==> src/source/regFile.sv <==
`timescale 1ns/1ps
`default_nettype none

module regFile (
	input  logic        clk,
	input  logic        arstN,
	input  logic [3:0]  p0Addr,
	input  logic [3:0]  p1Addr,
	input  logic [3:0]  dstAddr,
	input  logic [3:0]  dbgAddr,
	input  logic        we,
	input  logic [15:0] writeData,
	output logic [15:0] p0Data,
	output logic [15:0] p1Data,
	output logic [15:0] dbgData
);

	logic [15:0] regs [16];

	// R0 never takes a write
	always_ff @(posedge clk or negedge arstN) begin
		if (!arstN) begin
			for (int i = 0; i < 16; i++)
				regs[i] <= '0;
		end else if (we && dstAddr != 4'h0) begin
			regs[dstAddr] <= writeData;
		end
	end

	// Asynchronous reads with R0 forced to zero
	assign p0Data  = (p0Addr == 4'h0) ? '0 : regs[p0Addr];
	assign p1Data  = (p1Addr == 4'h0) ? '0 : regs[p1Addr];
	assign dbgData = (dbgAddr == 4'h0) ? '0 : regs[dbgAddr];

	// Write address settled whenever a write happens
	assert property (@(posedge clk) disable iff (!arstN) we |-> !$isunknown(dstAddr));

endmodule

`default_nettype wire

==> config.mk <==
export PLATFORM = sky130hd
export DESIGN_NAME = regFile
export DESIGN_NICKNAME = d
export VERILOG_FILES = /design/src/source/regFile.sv
export SDC_FILE = /design/constraint.sdc
export NUM_CORES = 1
export LEC_CHECK = 0
export ABC_AREA = 0
export ABC_CLOCK_PERIOD_IN_PS = 3700
export BUFFER_PORTS_ARGS = -buffer_cell sky130_fd_sc_hd__buf_2
export CORE_ASPECT_RATIO = 1.25
export CORE_UTILIZATION = 50
export DETAILED_ROUTE_END_ITERATION = 10
export GPL_ROUTABILITY_DRIVEN = 0
export GPL_TIMING_DRIVEN = 0
export PLACE_DENSITY = 0.75
export SLEW_MARGIN = 20
export SYNTH_ARGS = -nofsm -noshare
export SYNTH_HDL_FRONTEND = slang
export SYNTH_SLANG_ARGS = --single-unit
==> constraint.sdc <==
create_clock -name clk -period 3.7 [get_ports clk]
set_input_delay 0.74 -clock clk [delete_from_list [all_inputs] [get_ports clk]]
set_output_delay 0.74 -clock clk [all_outputs]
set_load 0.1 [all_outputs]
# Word-level counts from Yosys, hierarchy flattened
# Index checks and enable logic that the tools add are counted.
[totals]
in_bits = 35
out_inout_bits = 48
regBits = 256
wordCells = 46
[op_classes]
reduce_logical = 6
mux = 15
bitwise_logic = 4
n_lt_le_gt_ge = 5
[ops]
columns = ["op", "count"]
rows = [
  ["$bwmux 256", 1],
  ["$bmux 16 s4", 3],
  ["$mux 16", 10],
  ["$demux 16 s4", 1],
  ["$ge 5x5->1 const B", 4],
  ["$not 4->5", 4],
  ["$logic_not 4->1", 3],
  ["$lt 5x1->1 const B", 1],
  ["$reduce_bool 4->1", 1],
  ["$logic_and 1x1->1", 2],
]

# Logic depth before layout (Yosys ltp)
# Gate-level depths: netlist of the first run.
[logic_depth]
word_depth = 6
depth_mapped = 8
ltp_nobuf = 4

# Worst setup path before layout of the first run
# No wires, ideal clock.
[synth_timing]
path_type = "input port to output port"
startpoint = "input port dbgAddr[1]"
endpoint = "output port dbgData[14]"
cell_stages = 6
n_path_buf = 3
t_required_ns = 2.960
arrival_ns = 3.723
setup_slack_ns = -0.763
path_cell_list = "buf_2 -> buf_4 -> buf_2 -> mux4_2 -> o211ai_1 -> o21ai_0"
[synth_between]
elab_chain_cells = 5
elab_cells_between_ends = 6
classes_between = "mux (4); bitwise (1); reduce/logical (1)"
[synth_lines]
columns = ["element", "line", "text"]
rows = [
  ["start, declared", "10", "input logic [3:0] dbgAddr,"],
  ["$not 4->5 (not written as such)", "33", "assign dbgData = (dbgAddr == 4'h0) ? '0 : regs[dbgAddr];"],
  ["$bmux 16 s4", "33", ""],
  ["$mux 16 (not written as such) (2 in a row)", "33", ""],
  ["$mux 16 (*)", "33", ""],
  ["end, declared", "15", "output logic [15:0] dbgData"],
]
# Every way passes the cells marked *; elsewhere a longest branch is shown, timed or not. The select of a mux whose other input is x is not followed.

# Worst setup path after layout of the first run
[layout_timing]
startpoint = "input port p1Addr[0]"
endpoint = "output port p1Data[3]"
[layout_between]
elab_chain_cells = 5
elab_cells_between_ends = 6
classes_between = "mux (4); bitwise (1); reduce/logical (1)"
[layout_lines]
columns = ["element", "line", "text"]
rows = [
  ["start, declared", "8", "input logic [3:0] p1Addr,"],
  ["$not 4->5 (not written as such)", "32", "assign p1Data = (p1Addr == 4'h0) ? '0 : regs[p1Addr];"],
  ["$bmux 16 s4", "32", ""],
  ["$mux 16 (not written as such) (2 in a row)", "32", ""],
  ["$mux 16 (*)", "32", ""],
  ["end, declared", "14", "output logic [15:0] p1Data,"],
]
# Marks and branches as above.

==> impl_summary.txt, run 1 <==
----------------------------------------------------
[Yosys]
  Cell type with the highest aggregate area in the netlist ... dfrtp_1
  Post-synthesis instance area ... 14800 sq um
  Yosys warns ... 0
  Post-synth EDFFs ... 0
  Most used DFF post-synth ... dfrtp_1
  Number of instances in the synthesized netlist ... 1104
  Netlist cell types ... 32
  Main area contributors after synthesis ... dfrtp_1 (41%), mux2_2 (19%), mux4_2 (15%)
  Proportion of synthesized flip-flops having asynchronous set or reset ... 100%
  Share of the synthesized area in the top cell type ... 40.7%
  Net count of the mapped netlist ... 1139
  Proportion of synthesized chip area in sequential cells ... 40.7%
  Post-synthesis average cell area ... 13.4 sq um
  Number of storage elements in the synthesis netlist ... 241

[Global routing]
  Met1 usage ... 40.3%
  Grt met2 use ... 50.4%
  GRT met3 Usage ... 7.20%
  Most used routing layer in global routing ... met2
  Vias in the first global route ... 11586
  Remaining Overflow, GRT ... 0
  GRT Total Usage ... 32.3%
  Wire length of the first global-routing pass ... 72100 um
  Number of antenna violations at the first check in global routing ... 0
  Pin count of the biggest net entering global routing ... 79

[Detailed routing]
  Number of design-rule violations left by the first detailed-router iteration ... 1099
  Number of detailed-routing iterations run before antenna repair ... 8
  Post-DR wirelength/cell ... 29.4 um
  Number of nets with antenna violations after detailed routing ... 0
  DRC violation count after routing ... 0
  Total number of vias ... 11101
  Vias per inst ... 6.84
  Final routed wirelength across all metal layers ... 47600 um

[CTS]
  # H-tree levels ... 1
  Maximum buffer depth of the clock tree ... 3
  Register clock-pin slew on the reported worst setup and hold paths ... 0.07 ns
  Post-CTS Setup Repair Bufs ... 0
  CTS tree ... built
  Clk_lat worst skew ... 0.54 ns
  Root buffer cell ... clkbuf_16
  Clock buffer count from CTS ... 25
  Clock sink count ... 241

[Final layout]
  Post-Layout Inst Area ... 17000 sq um
  Max reg flops ... 241
  Most frequent standard cell in the layout excluding fill and tap cells ... mux2_2
  Fraction of layout cells with a size suffix above 1 ... 51.1%
  Layout area overhead ... 14.6%
  Register with the highest flop count ... regs
  Biggest registers after layout ... regs: 241 flops
  Final core utilization ... 58.1%
  Non-filler instance count after layout ... 1622
  Final #Nets ... 1242
  Highest-count cells in the layout ignoring fill and taps ... mux2_2 (256), dfrtp_1 (241), mux2i_1 (167)
  Diodes inserted ... 0

[Worst setup path]
  Arrival time of the worst setup path ... 2.92 ns
  Critical path peak fanout ... 10
  Highest cell delay on the worst timing path ... 0.51 ns
  Gate family responsible for the most delay along the worst path ... buffers and inverters
  Nature of the critical path startpoint ... input port
  Cell breakdown of the critical path ... buf_2 > clkbuf_4 > nand2_1 > buf_2 > nor2_1 > a2111oi_1 > a21oi_2 > clkbuf_4
  Sum of buffers and inverters on the critical path ... 4
  Required arrival time at the worst endpoint ... 2.96 ns
  Crit path depth ... 8
  R2r worst-path depth ... 1
  Cell type of the slowest stage on the worst timing path ... a2111oi_1
  Classification of the worst setup path ... input port to output port
  CP endpoint kind ... output port

[Timing]
  Final period utilization ... 99.0%
  Final hold violation count ... 0
  Final period demand of the worst path ... 3.66 ns
  Worst Tran Pin Value ... 0.906 ns
  Unrepaired setup endpoints after global routing ... no
  Setup clock skew after layout ... 0 ns
  Peak Freq ... 273 MHz
  Count of final setup violators ... 0
  Final slew viol count ... 0
  Relative slew slack ... 39.4%
  Setup TNS after final layout ... 0 ns

[Die]
  Count of boundary I/O pins ... 83
  Die span in x ... 156 um
  Die Outline Area ... 30300 sq um
  CORE AREA ... 29300 sq um
  Initial cell density of the core ... 50.7%
  Floorplan die height ... 195 um
  Row Count ... 70

[Pwr]
  Max rail drop VDD ... 0.295 mV
  Leakage dissipation ... 7.24 nW
  Pwr/cell area ... 586 nW/um^2

[Placed design]
  Count of buffers from port buffering ... 74
  Cell area after placement ... 16000 sq um
  Placed cell count ... 1577
  Estimated wirelength of the detail-placed design ... 33700 um

[Hold path]
  Worst min-delay path class ... input port to async pin

[Outcome]
  Status ... finished, final reports clean

[Job]
  Max-cap violation count ... 0

----------------------------------------------------
[worst paths after layout]
path	endpoint	start	slack, ns
worst max-delay path	p1Data[3]	p1Addr[0]	0.04
worst min-delay path	regs[233]$_DFFE_PN0P_	arstN	0.03
worst max register to register	regs[82]$_DFFE_PN0P_	regs[82]$_DFFE_PN0P_	2.86
worst min register to register	regs[254]$_DFFE_PN0P_	regs[254]$_DFFE_PN0P_	0.47
max in group asynchronous	regs[3]$_DFFE_PN0P_	arstN	2.65
min in group clk	regs[254]$_DFFE_PN0P_	regs[254]$_DFFE_PN0P_	0.47
[stage by stage]
step | setup WS, ns | power (mW) | hold slack (ns)
3_3_place_gp | -2.33 | 6.96 | 0.445
3_5_place_dp | -0.346 | 7.09 | 0.455
2_1_floorplan | -0.00787 | 6.34 | 0.425
5_1_grt | 0.0159 | 10.3 | 0.0398
6_report | 0.0369 | 9.95 | 0.0340
4_1_cts | -0.0364 | 9.88 | 0.0327
[routing by layer]
layer	wire [um]	share of wire (%)	vias to the layer above
met1	17500	37	5639
met2	22600	48	717
met3	4270	9.0	221
met4	3170	6.7	0
met5	0	0	-
li1	-	-	4524
[cells in the mapped netlist, types with 6 or more instances]
cell type    n
a2111oi_0   28
a211oi_1     6
a21oi_1     65
a221o_1     15
a22oi_1     15
buf_2       54
buf_4       11
clkbuf_1    38
dfrtp_1    241
mux2_2     256
mux2i_1    167
mux4_2     101
nand2_1      6
nand2b_1     7
nor2_1      31
nor2_2       6
o22ai_1     28
[cell families after synthesis]
| group | synth area share, % |
|---|---|
| muxes | 46.1 |
| DFF | 40.7 |
| AOI/OAI and AO/OA | 7.27 |
| and+or+nand+nor | 2.21 |
| buffers and inverters | 3.70 |
[area by class of cell]
class                           count  area, sq um
Clock buffer                       35          733
Multi-Input combinational cell    752         8510
Clock inverter                     11          166
Fill cell                        2302        12300
Buffer                            110          577
Tap cell                          396          495
Sequential cell                   241         6030
Timing Repair Buffer               77          470
[power breakdown]
| part | total (mW) | switching [mW] | internal (mW) |
|---|---|---|---|
| sequential | 3.91 | 0.662 | 3.25 |
| combinational | 3.26 | 1.83 | 1.43 |
| clock | 2.78 | 1.11 | 1.66 |
[repair_timing]
action | 4_1_cts | 5_1_grt
pin swaps | 0 | 0
endpoints found under the setup margin | 29 | 28
hold buffers | 0 | 0
resized for setup | 32 | 31
Power figures use the tool's default switching activity.
==> inputs of run 2 (changes only) <==
BUFFER_PORTS_ARGS = -buffer_cell sky130_fd_sc_hd__buf_4   (was -buffer_cell sky130_fd_sc_hd__buf_2)
==> impl_summary.txt, run 2 (synthesis results as in run 1) <==
----------------------------------------------------
[Pwr]
  Switching share of power ... 36.6% (+0.30 points)
  Pwr/cell area ... 576 nW/um^2 (-1.6%)
  Max rail drop VDD ... 0.271 mV (-8.1%)
  Switching power summed over all nets ... 3.58 mW (-0.65%)
  Leakage dissipation ... 7.22 nW (-0.29%)
  Combinational share of power ... 33.9% (+1.1 points)
  Clk pwr share ... 26.4% (-1.5 points)
  Cell internal pwr ... 6.22 mW (-1.9%)
  Sequential share of power ... 39.7% (+0.4 points)

[Final layout]
  Register area ... 6030 sq um (unchanged)
  Final #Nets ... 1242 (unchanged)
  Fraction of layout cells with a size suffix above 1 ... 50.0% (-1.0 points)
  Register with the highest flop count ... regs
  Max reg flops ... 241 (unchanged)
  Biggest registers after layout ... regs: 241 flops
  Layout area overhead ... 14.7%
  Diodes inserted ... 0 (unchanged)
  Non-filler instance count after layout ... 1619 (-0.18%)
  Post-Layout Inst Area ... 17000 sq um (+0.13%)
  Highest-count cells in the layout ignoring fill and taps ... mux2_2 (256), dfrtp_1 (241), mux2i_1 (167)
  Area taken by multi-input logic gates ... 8480 sq um (-0.34%)
  Number of filler cells placed in the layout ... 2392 (+3.9%)
  Most frequent standard cell in the layout excluding fill and tap cells ... mux2_2

[Timing]
  Final hold violation count ... 0 (unchanged)
  Unrepaired setup endpoints after global routing ... no
  Final period demand of the worst path ... 3.76 ns (+0.0924 ns)
  Count of final setup violators ... 3 (+3)
  Final period utilization ... 101% (+2.5 points)
  Final slew viol count ... 0 (unchanged)
  Worst Slack Setup Final ... -0.0554 ns (-0.0924 ns)
  Setup clock skew after layout ... 0 ns (unchanged)
  Peak Freq ... 266 MHz (-2.5%)
  Relative slew slack ... 38.2% (-1.2 points)
  Worst Tran Pin Value ... 0.926 ns (+0.0207 ns)

[CTS]
  Root buffer cell ... clkbuf_16
  Hold-fix buffer count after cts ... 0 (unchanged)
  Clk_lat worst skew ... 0.55 ns (about the same)
  CTS tree ... built
  Post-CTS Setup Repair Bufs ... 0 (unchanged)
  Clock buffer count from CTS ... 25 (unchanged)
  # H-tree levels ... 1 (unchanged)
  Register clock-pin slew on the reported worst setup and hold paths ... 0.06 ns (about the same)
  Maximum buffer depth of the clock tree ... 3 (unchanged)
  Clock sink count ... 241 (unchanged)

[Detailed routing]
  Final routed wirelength across all metal layers ... 47400 um (-0.36%)
  Total number of vias ... 11065 (-0.32%)
  DRC violation count after routing ... 0 (unchanged)
  Number of detailed-routing iterations run before antenna repair ... 5 (-3)
  Number of design-rule violations left by the first detailed-router iteration ... 1203 (+9.5%)
  Vias per inst ... 6.83 (-0.14%)
  Post-DR wirelength/cell ... 29.3 um (-0.18%)
  Number of nets with antenna violations after detailed routing ... 0 (unchanged)

[Worst setup path]
  Cell breakdown of the critical path ... buf_4 > buf_2 > buf_1 > mux4_2 > mux2i_1 > a21oi_2 > buf_4
  Sum of buffers and inverters on the critical path ... 4 (unchanged)
  Gate family responsible for the most delay along the worst path ... buffers and inverters
  Nature of the critical path startpoint ... input port
  Classification of the worst setup path ... input port to output port
  Cell type of the slowest stage on the worst timing path ... buf_1
  Worst path most repeated cell ... buf_4
  CP endpoint kind ... output port
  Critical path peak fanout ... 10 (unchanged)
  Required arrival time at the worst endpoint ... 2.96 ns (about the same)
  Arrival time of the worst setup path ... 3.02 ns (+0.10 ns)
  Highest cell delay on the worst timing path ... 0.69 ns (+0.18 ns)

[Die]
  Die Outline Area ... 30300 sq um (unchanged)
  Floorplan die height ... 195 um (unchanged)
  Count of boundary I/O pins ... 83 (unchanged)
  CORE AREA ... 29300 sq um (unchanged)
  Initial cell density of the core ... 50.7% (unchanged)
  Row Count ... 70 (unchanged)
  Die span in x ... 156 um (unchanged)

[Global routing]
  Vias in the first global route ... 11434 (-1.3%)
  Remaining Overflow, GRT ... 0 (unchanged)
  Grt met2 use ... 50.0% (-0.40 points)
  GRT Total Usage ... 32.2% (-0.091 points)
  Met1 usage ... 42.1% (+1.9 points)
  Pin count of the biggest net entering global routing ... 99 (+25%)
  Wire length of the first global-routing pass ... 71500 um (-0.84%)
  Number of antenna violations at the first check in global routing ... 0 (unchanged)
  GRT met3 Usage ... 5.06% (-2.1 points)
  Most used routing layer in global routing ... met2

[Outcome]
  Violations in the final reports ... setup timing
  Status ... complete, but fails checks

[Hold path]
  Worst min-delay path class ... input port to async pin

[Placed design]
  Placed cell count ... 1576 (-0.063%)
  Cell area after placement ... 16100 sq um (+0.97%)
  Count of buffers from port buffering ... 74 (unchanged)
  Estimated wirelength of the detail-placed design ... 33600 um (-0.44%)
  Post-Place Worst Slack ... -0.269 ns (+0.0775 ns)

[Job]
  Max-cap violation count ... 0 (unchanged)

----------------------------------------------------
[run 2: cell types whose count changed in the layout (fill, tap and decap cells not counted), sizes merged]
cell           previous run  this run
clkbuf                   80        73
clkdlybuf4s15             1         0
bufinv                    4         3
clkinvlp                  0         1
buf                     141       144
clkinv                    6         8
[run 2: power groups by stage]
stage | combinational (mW) | clock [mW] | sequential (mW)
floorplan | 2.65 | 0 | 3.69
global placement | 3.19 | 0 | 3.85
detailed placement | 3.26 | 0 | 3.90
CTS | 3.28 | 2.60 | 3.86
global route | 3.47 | 2.71 | 3.98
finish | 3.32 | 2.59 | 3.89
[run 2: cell type report]
cell class | instances | share of cell area, %
timing repair buffer | 76 | 3.63
multi-input combinational | 752 | 49.9
buffer | 111 | 3.34
clock buffer | 30 | 3.91
sequential | 241 | 35.5
clock inverter | 13 | 0.861
tap | 396 | 2.91
[run 2: routing by layer]
| metal | share of wire, % | routed length (um) | vias to the layer above |
|---|---|---|---|
| met3 | 8.6 | 4070 | 195 |
| met5 | 0 | 0 | - |
| li1 | - | - | 4521 |
| met2 | 47 | 22500 | 640 |
| met4 | 6.3 | 2970 | 0 |
| met1 | 38 | 17900 | 5709 |
[run 2: timing repair]
action                                  in CTS  in global routing
endpoints found under the setup margin      12                 29
gates resized for setup                     19                 22
gates cloned                                 0                  0
[run 2: worst paths after layout]
path / startpoint / end / slack, ns / depth (start not counted)
setup / recovery: p1Addr[3] / p1Data[5] / -0.06 / 7
hold / removal: arstN / regs[105]$_DFFE_PN0P_ / 0.11 / 1
setup reg to reg: regs[86]$_DFFE_PN0P_ / regs[86]$_DFFE_PN0P_ / 2.87 / 1
hold reg to reg: regs[254]$_DFFE_PN0P_ / regs[254]$_DFFE_PN0P_ / 0.47 / 1
max in group asynchronous: arstN / regs[178]$_DFFE_PN0P_ / 2.75 / 2
min in group clk: regs[254]$_DFFE_PN0P_ / regs[254]$_DFFE_PN0P_ / 0.47 / 1
[run 2: through the flow]
stage,util (%),TNS (ns),power (mW),hold slack (ns)
after global routing,58.1,0,10.2,0.138
final,58.1,-0.0797,9.80,0.111
after global placement,54.9,-1.99,7.03,0.446
after floorplan,-,-0.00787,6.34,0.425
after CTS,58.0,-0.00336,9.74,0.123
after detailed placement,55.1,-1.43,7.16,0.453
==> inputs of run 3 (changes only) <==
CORE_UTILIZATION = 45   (was 50)
CTS_BUF_LIST = sky130_fd_sc_hd__clkbuf_4 sky130_fd_sc_hd__clkbuf_8 sky130_fd_sc_hd__clkbuf_16   (was default)
PLACE_DENSITY = 0.7   (was 0.75)
SETUP_SLACK_MARGIN = 0.5   (was default)
==> impl_summary.txt, run 3 (synthesis results as in run 1) <==
----------------------------------------------------
[Outcome]
  Status ... finished, final reports clean

[Die]
  Floorplan die height ... 205 um (+5.4%)
  Initial cell density of the core ... 46.1% (-4.6 points)
  Count of boundary I/O pins ... 83 (unchanged)
  Die span in x ... 164 um (+5.3%)
  Row Count ... 73 (+4.3%)
  CORE AREA ... 32200 sq um (+9.9%)
  Die Outline Area ... 33700 sq um (+11%)

[Global routing]
  Remaining Overflow, GRT ... 0 (unchanged)
  Vias in the first global route ... 11710 (+2.4%)
  GRT Total Usage ... 31.5% (-0.66 points)
  Pin count of the biggest net entering global routing ... 87 (-12%)
  Number of antenna violations at the first check in global routing ... 0 (unchanged)
  Wire length of the first global-routing pass ... 76000 um (+6.3%)

[Pwr]
  Leakage dissipation ... 7.63 nW (+5.7%)
  Pwr/cell area ... 577 nW/um^2 (about the same)
  Max rail drop VDD ... 0.453 mV (+67%)
  Total power of the final layout ... 10.8 mW (+10%)

[Timing]
  Final hold violation count ... 0 (unchanged)
  Relative slew slack ... 28.4% (-9.8 points)
  Final period demand of the worst path ... 3.24 ns (-0.516 ns)
  Unrepaired setup endpoints after global routing ... yes
  Final slew viol count ... 0 (unchanged)
  Final period utilization ... 87.5% (-14 points)
  Setup TNS after final layout ... 0 ns (+0.0797 ns)
  Count of final setup violators ... 0 (-3)
  Setup clock skew after layout ... 0 ns (unchanged)
  Worst Tran Pin Value ... 1.07 ns (+0.148 ns)
  Peak Freq ... 309 MHz (+16%)

[Final layout]
  Register area ... 6030 sq um (unchanged)
  Final #Nets ... 1247 (+0.40%)
  Fraction of layout cells with a size suffix above 1 ... 57.7% (+7.6 points)
  Max reg flops ... 241 (unchanged)
  Number of filler cells placed in the layout ... 2503 (+4.6%)
  Post-Layout Inst Area ... 18800 sq um (+10%)
  Highest-count cells in the layout ignoring fill and taps ... mux2_2 (256), dfrtp_1 (241), mux2i_1 (136)
  Diodes inserted ... 0 (unchanged)
  Non-filler instance count after layout ... 1645 (+1.6%)
  Biggest registers after layout ... regs: 241 flops
  Area taken by multi-input logic gates ... 9600 sq um (+13%)
  Register with the highest flop count ... regs
  Most frequent standard cell in the layout excluding fill and tap cells ... mux2_2
  Layout area overhead ... 26.5%

[Job]
  Max-cap violation count ... 0 (unchanged)

[Worst setup path]
  CP endpoint kind ... output port
  Nature of the critical path startpoint ... input port
  Arrival time of the worst setup path ... 2.50 ns (-0.52 ns)
  Endpoint of the most critical register-to-register path ... regs[210]$_DFFE_PN0P_
  Required arrival time at the worst endpoint ... 2.96 ns (about the same)
  R2r worst-path depth ... 1 (unchanged)
  Critical path peak fanout ... 10 (unchanged)
  Reg-to-reg setup timing slack ... 2.82 ns (-0.05 ns)
  Source of the critical timing path ... p1Addr[3]
  Worst reg2reg startpoint ... regs[210]$_DFFE_PN0P_
  Classification of the worst setup path ... input port to output port

[CTS]
  Clock buffer count from CTS ... 28 (+12%)
  Register clock-pin slew on the reported worst setup and hold paths ... 0.05 ns (about the same)
  # H-tree levels ... 1 (unchanged)
  Root buffer cell ... clkbuf_16
  CTS tree ... built
  Clock sink count ... 241 (unchanged)
  Maximum buffer depth of the clock tree ... 3 (unchanged)
  Clk_lat worst skew ... 0.55 ns (about the same)

[Detailed routing]
  Number of detailed-routing iterations run before antenna repair ... 5 (unchanged)
  Final routed wirelength across all metal layers ... 51300 um (+8.1%)
  Total number of vias ... 11389 (+2.9%)
  Vias per inst ... 6.92 (+1.3%)
  DRC violation count after routing ... 0 (unchanged)
  Number of design-rule violations left by the first detailed-router iteration ... 1207 (+0.33%)
  Post-DR wirelength/cell ... 31.2 um (+6.4%)
  Number of nets with antenna violations after detailed routing ... 0 (unchanged)

[Placed design]
  Cell area after placement ... 16500 sq um (+2.5%)
  Estimated wirelength of the detail-placed design ... 35100 um (+4.6%)
  Placed cell count ... 1592 (+1.0%)
  Count of buffers from port buffering ... 74 (unchanged)

[Hold path]
  Worst min-delay path class ... input port to async pin

----------------------------------------------------
run 3: metal layers:
| metal | global-route usage (%) | vias to the layer above | wire, um |
|---|---|---|---|
| met1 | 41.8 | 5953 | 20000 |
| met3 | 4.43 | 181 | 4100 |
| met4 | 15.7 | 0 | 2840 |
| met2 | 50.3 | 688 | 24300 |
| met5 | 0 | - | 0 |
| li1 | - | 4567 | - |
run 3: timing repair:
action                     4_1_cts  5_1_grt
setup endpoints to repair       48       45
pin swaps                        1        9
resized for setup              206       76
setup buffers                    2        0
hold buffers                     0        0
run 3: metrics by stage:
stage                     utilization, %  hold WS (ns)  setup WS [ns]
after global routing                58.4         0.240          0.463
after detailed placement            51.3         0.453         -0.247
final                               58.4         0.195          0.461
after global placement              51.1         0.442         -0.379
after CTS                           57.2         0.211          0.394
after floorplan                        -         0.425       -0.00787
run 3: worst max path at each step:
stage / to / slack [ns] / cells after the start
after global routing: p1Data[2] / 0.46 / 6
after global placement: p1Data[10] / -0.38 / 7
after CTS: p1Data[11] / 0.39 / 6
after detailed placement: p1Data[11] / -0.25 / 7
final: p1Data[2] / 0.46 / 7
after floorplan: dbgData[14] / -0.008 / 6
run 3: worst max-delay path, cell delays in order:
cell and delay [ns]:
buf_4 0.11, clkbuf_4 0.26, buf_4 0.29, mux4_2 0.34
mux2i_2 0.36, a21oi_4 0.11, buf_4 0.26
run 3: power breakdown:
| part | internal [mW] | switching [mW] |
|---|---|---|
| combinational | 1.76 | 2.12 |
| sequential | 3.25 | 0.674 |
| clock | 1.88 | 1.13 |
run 3: final cells by class:
type,count,share of cell area [%]
timing repair buffer,78,3.88
clock inverter,12,0.854
tap,412,2.75
clock buffer,39,4.57
buffer,111,4.64
multi-input combinational,752,51.2
sequential,241,32.1
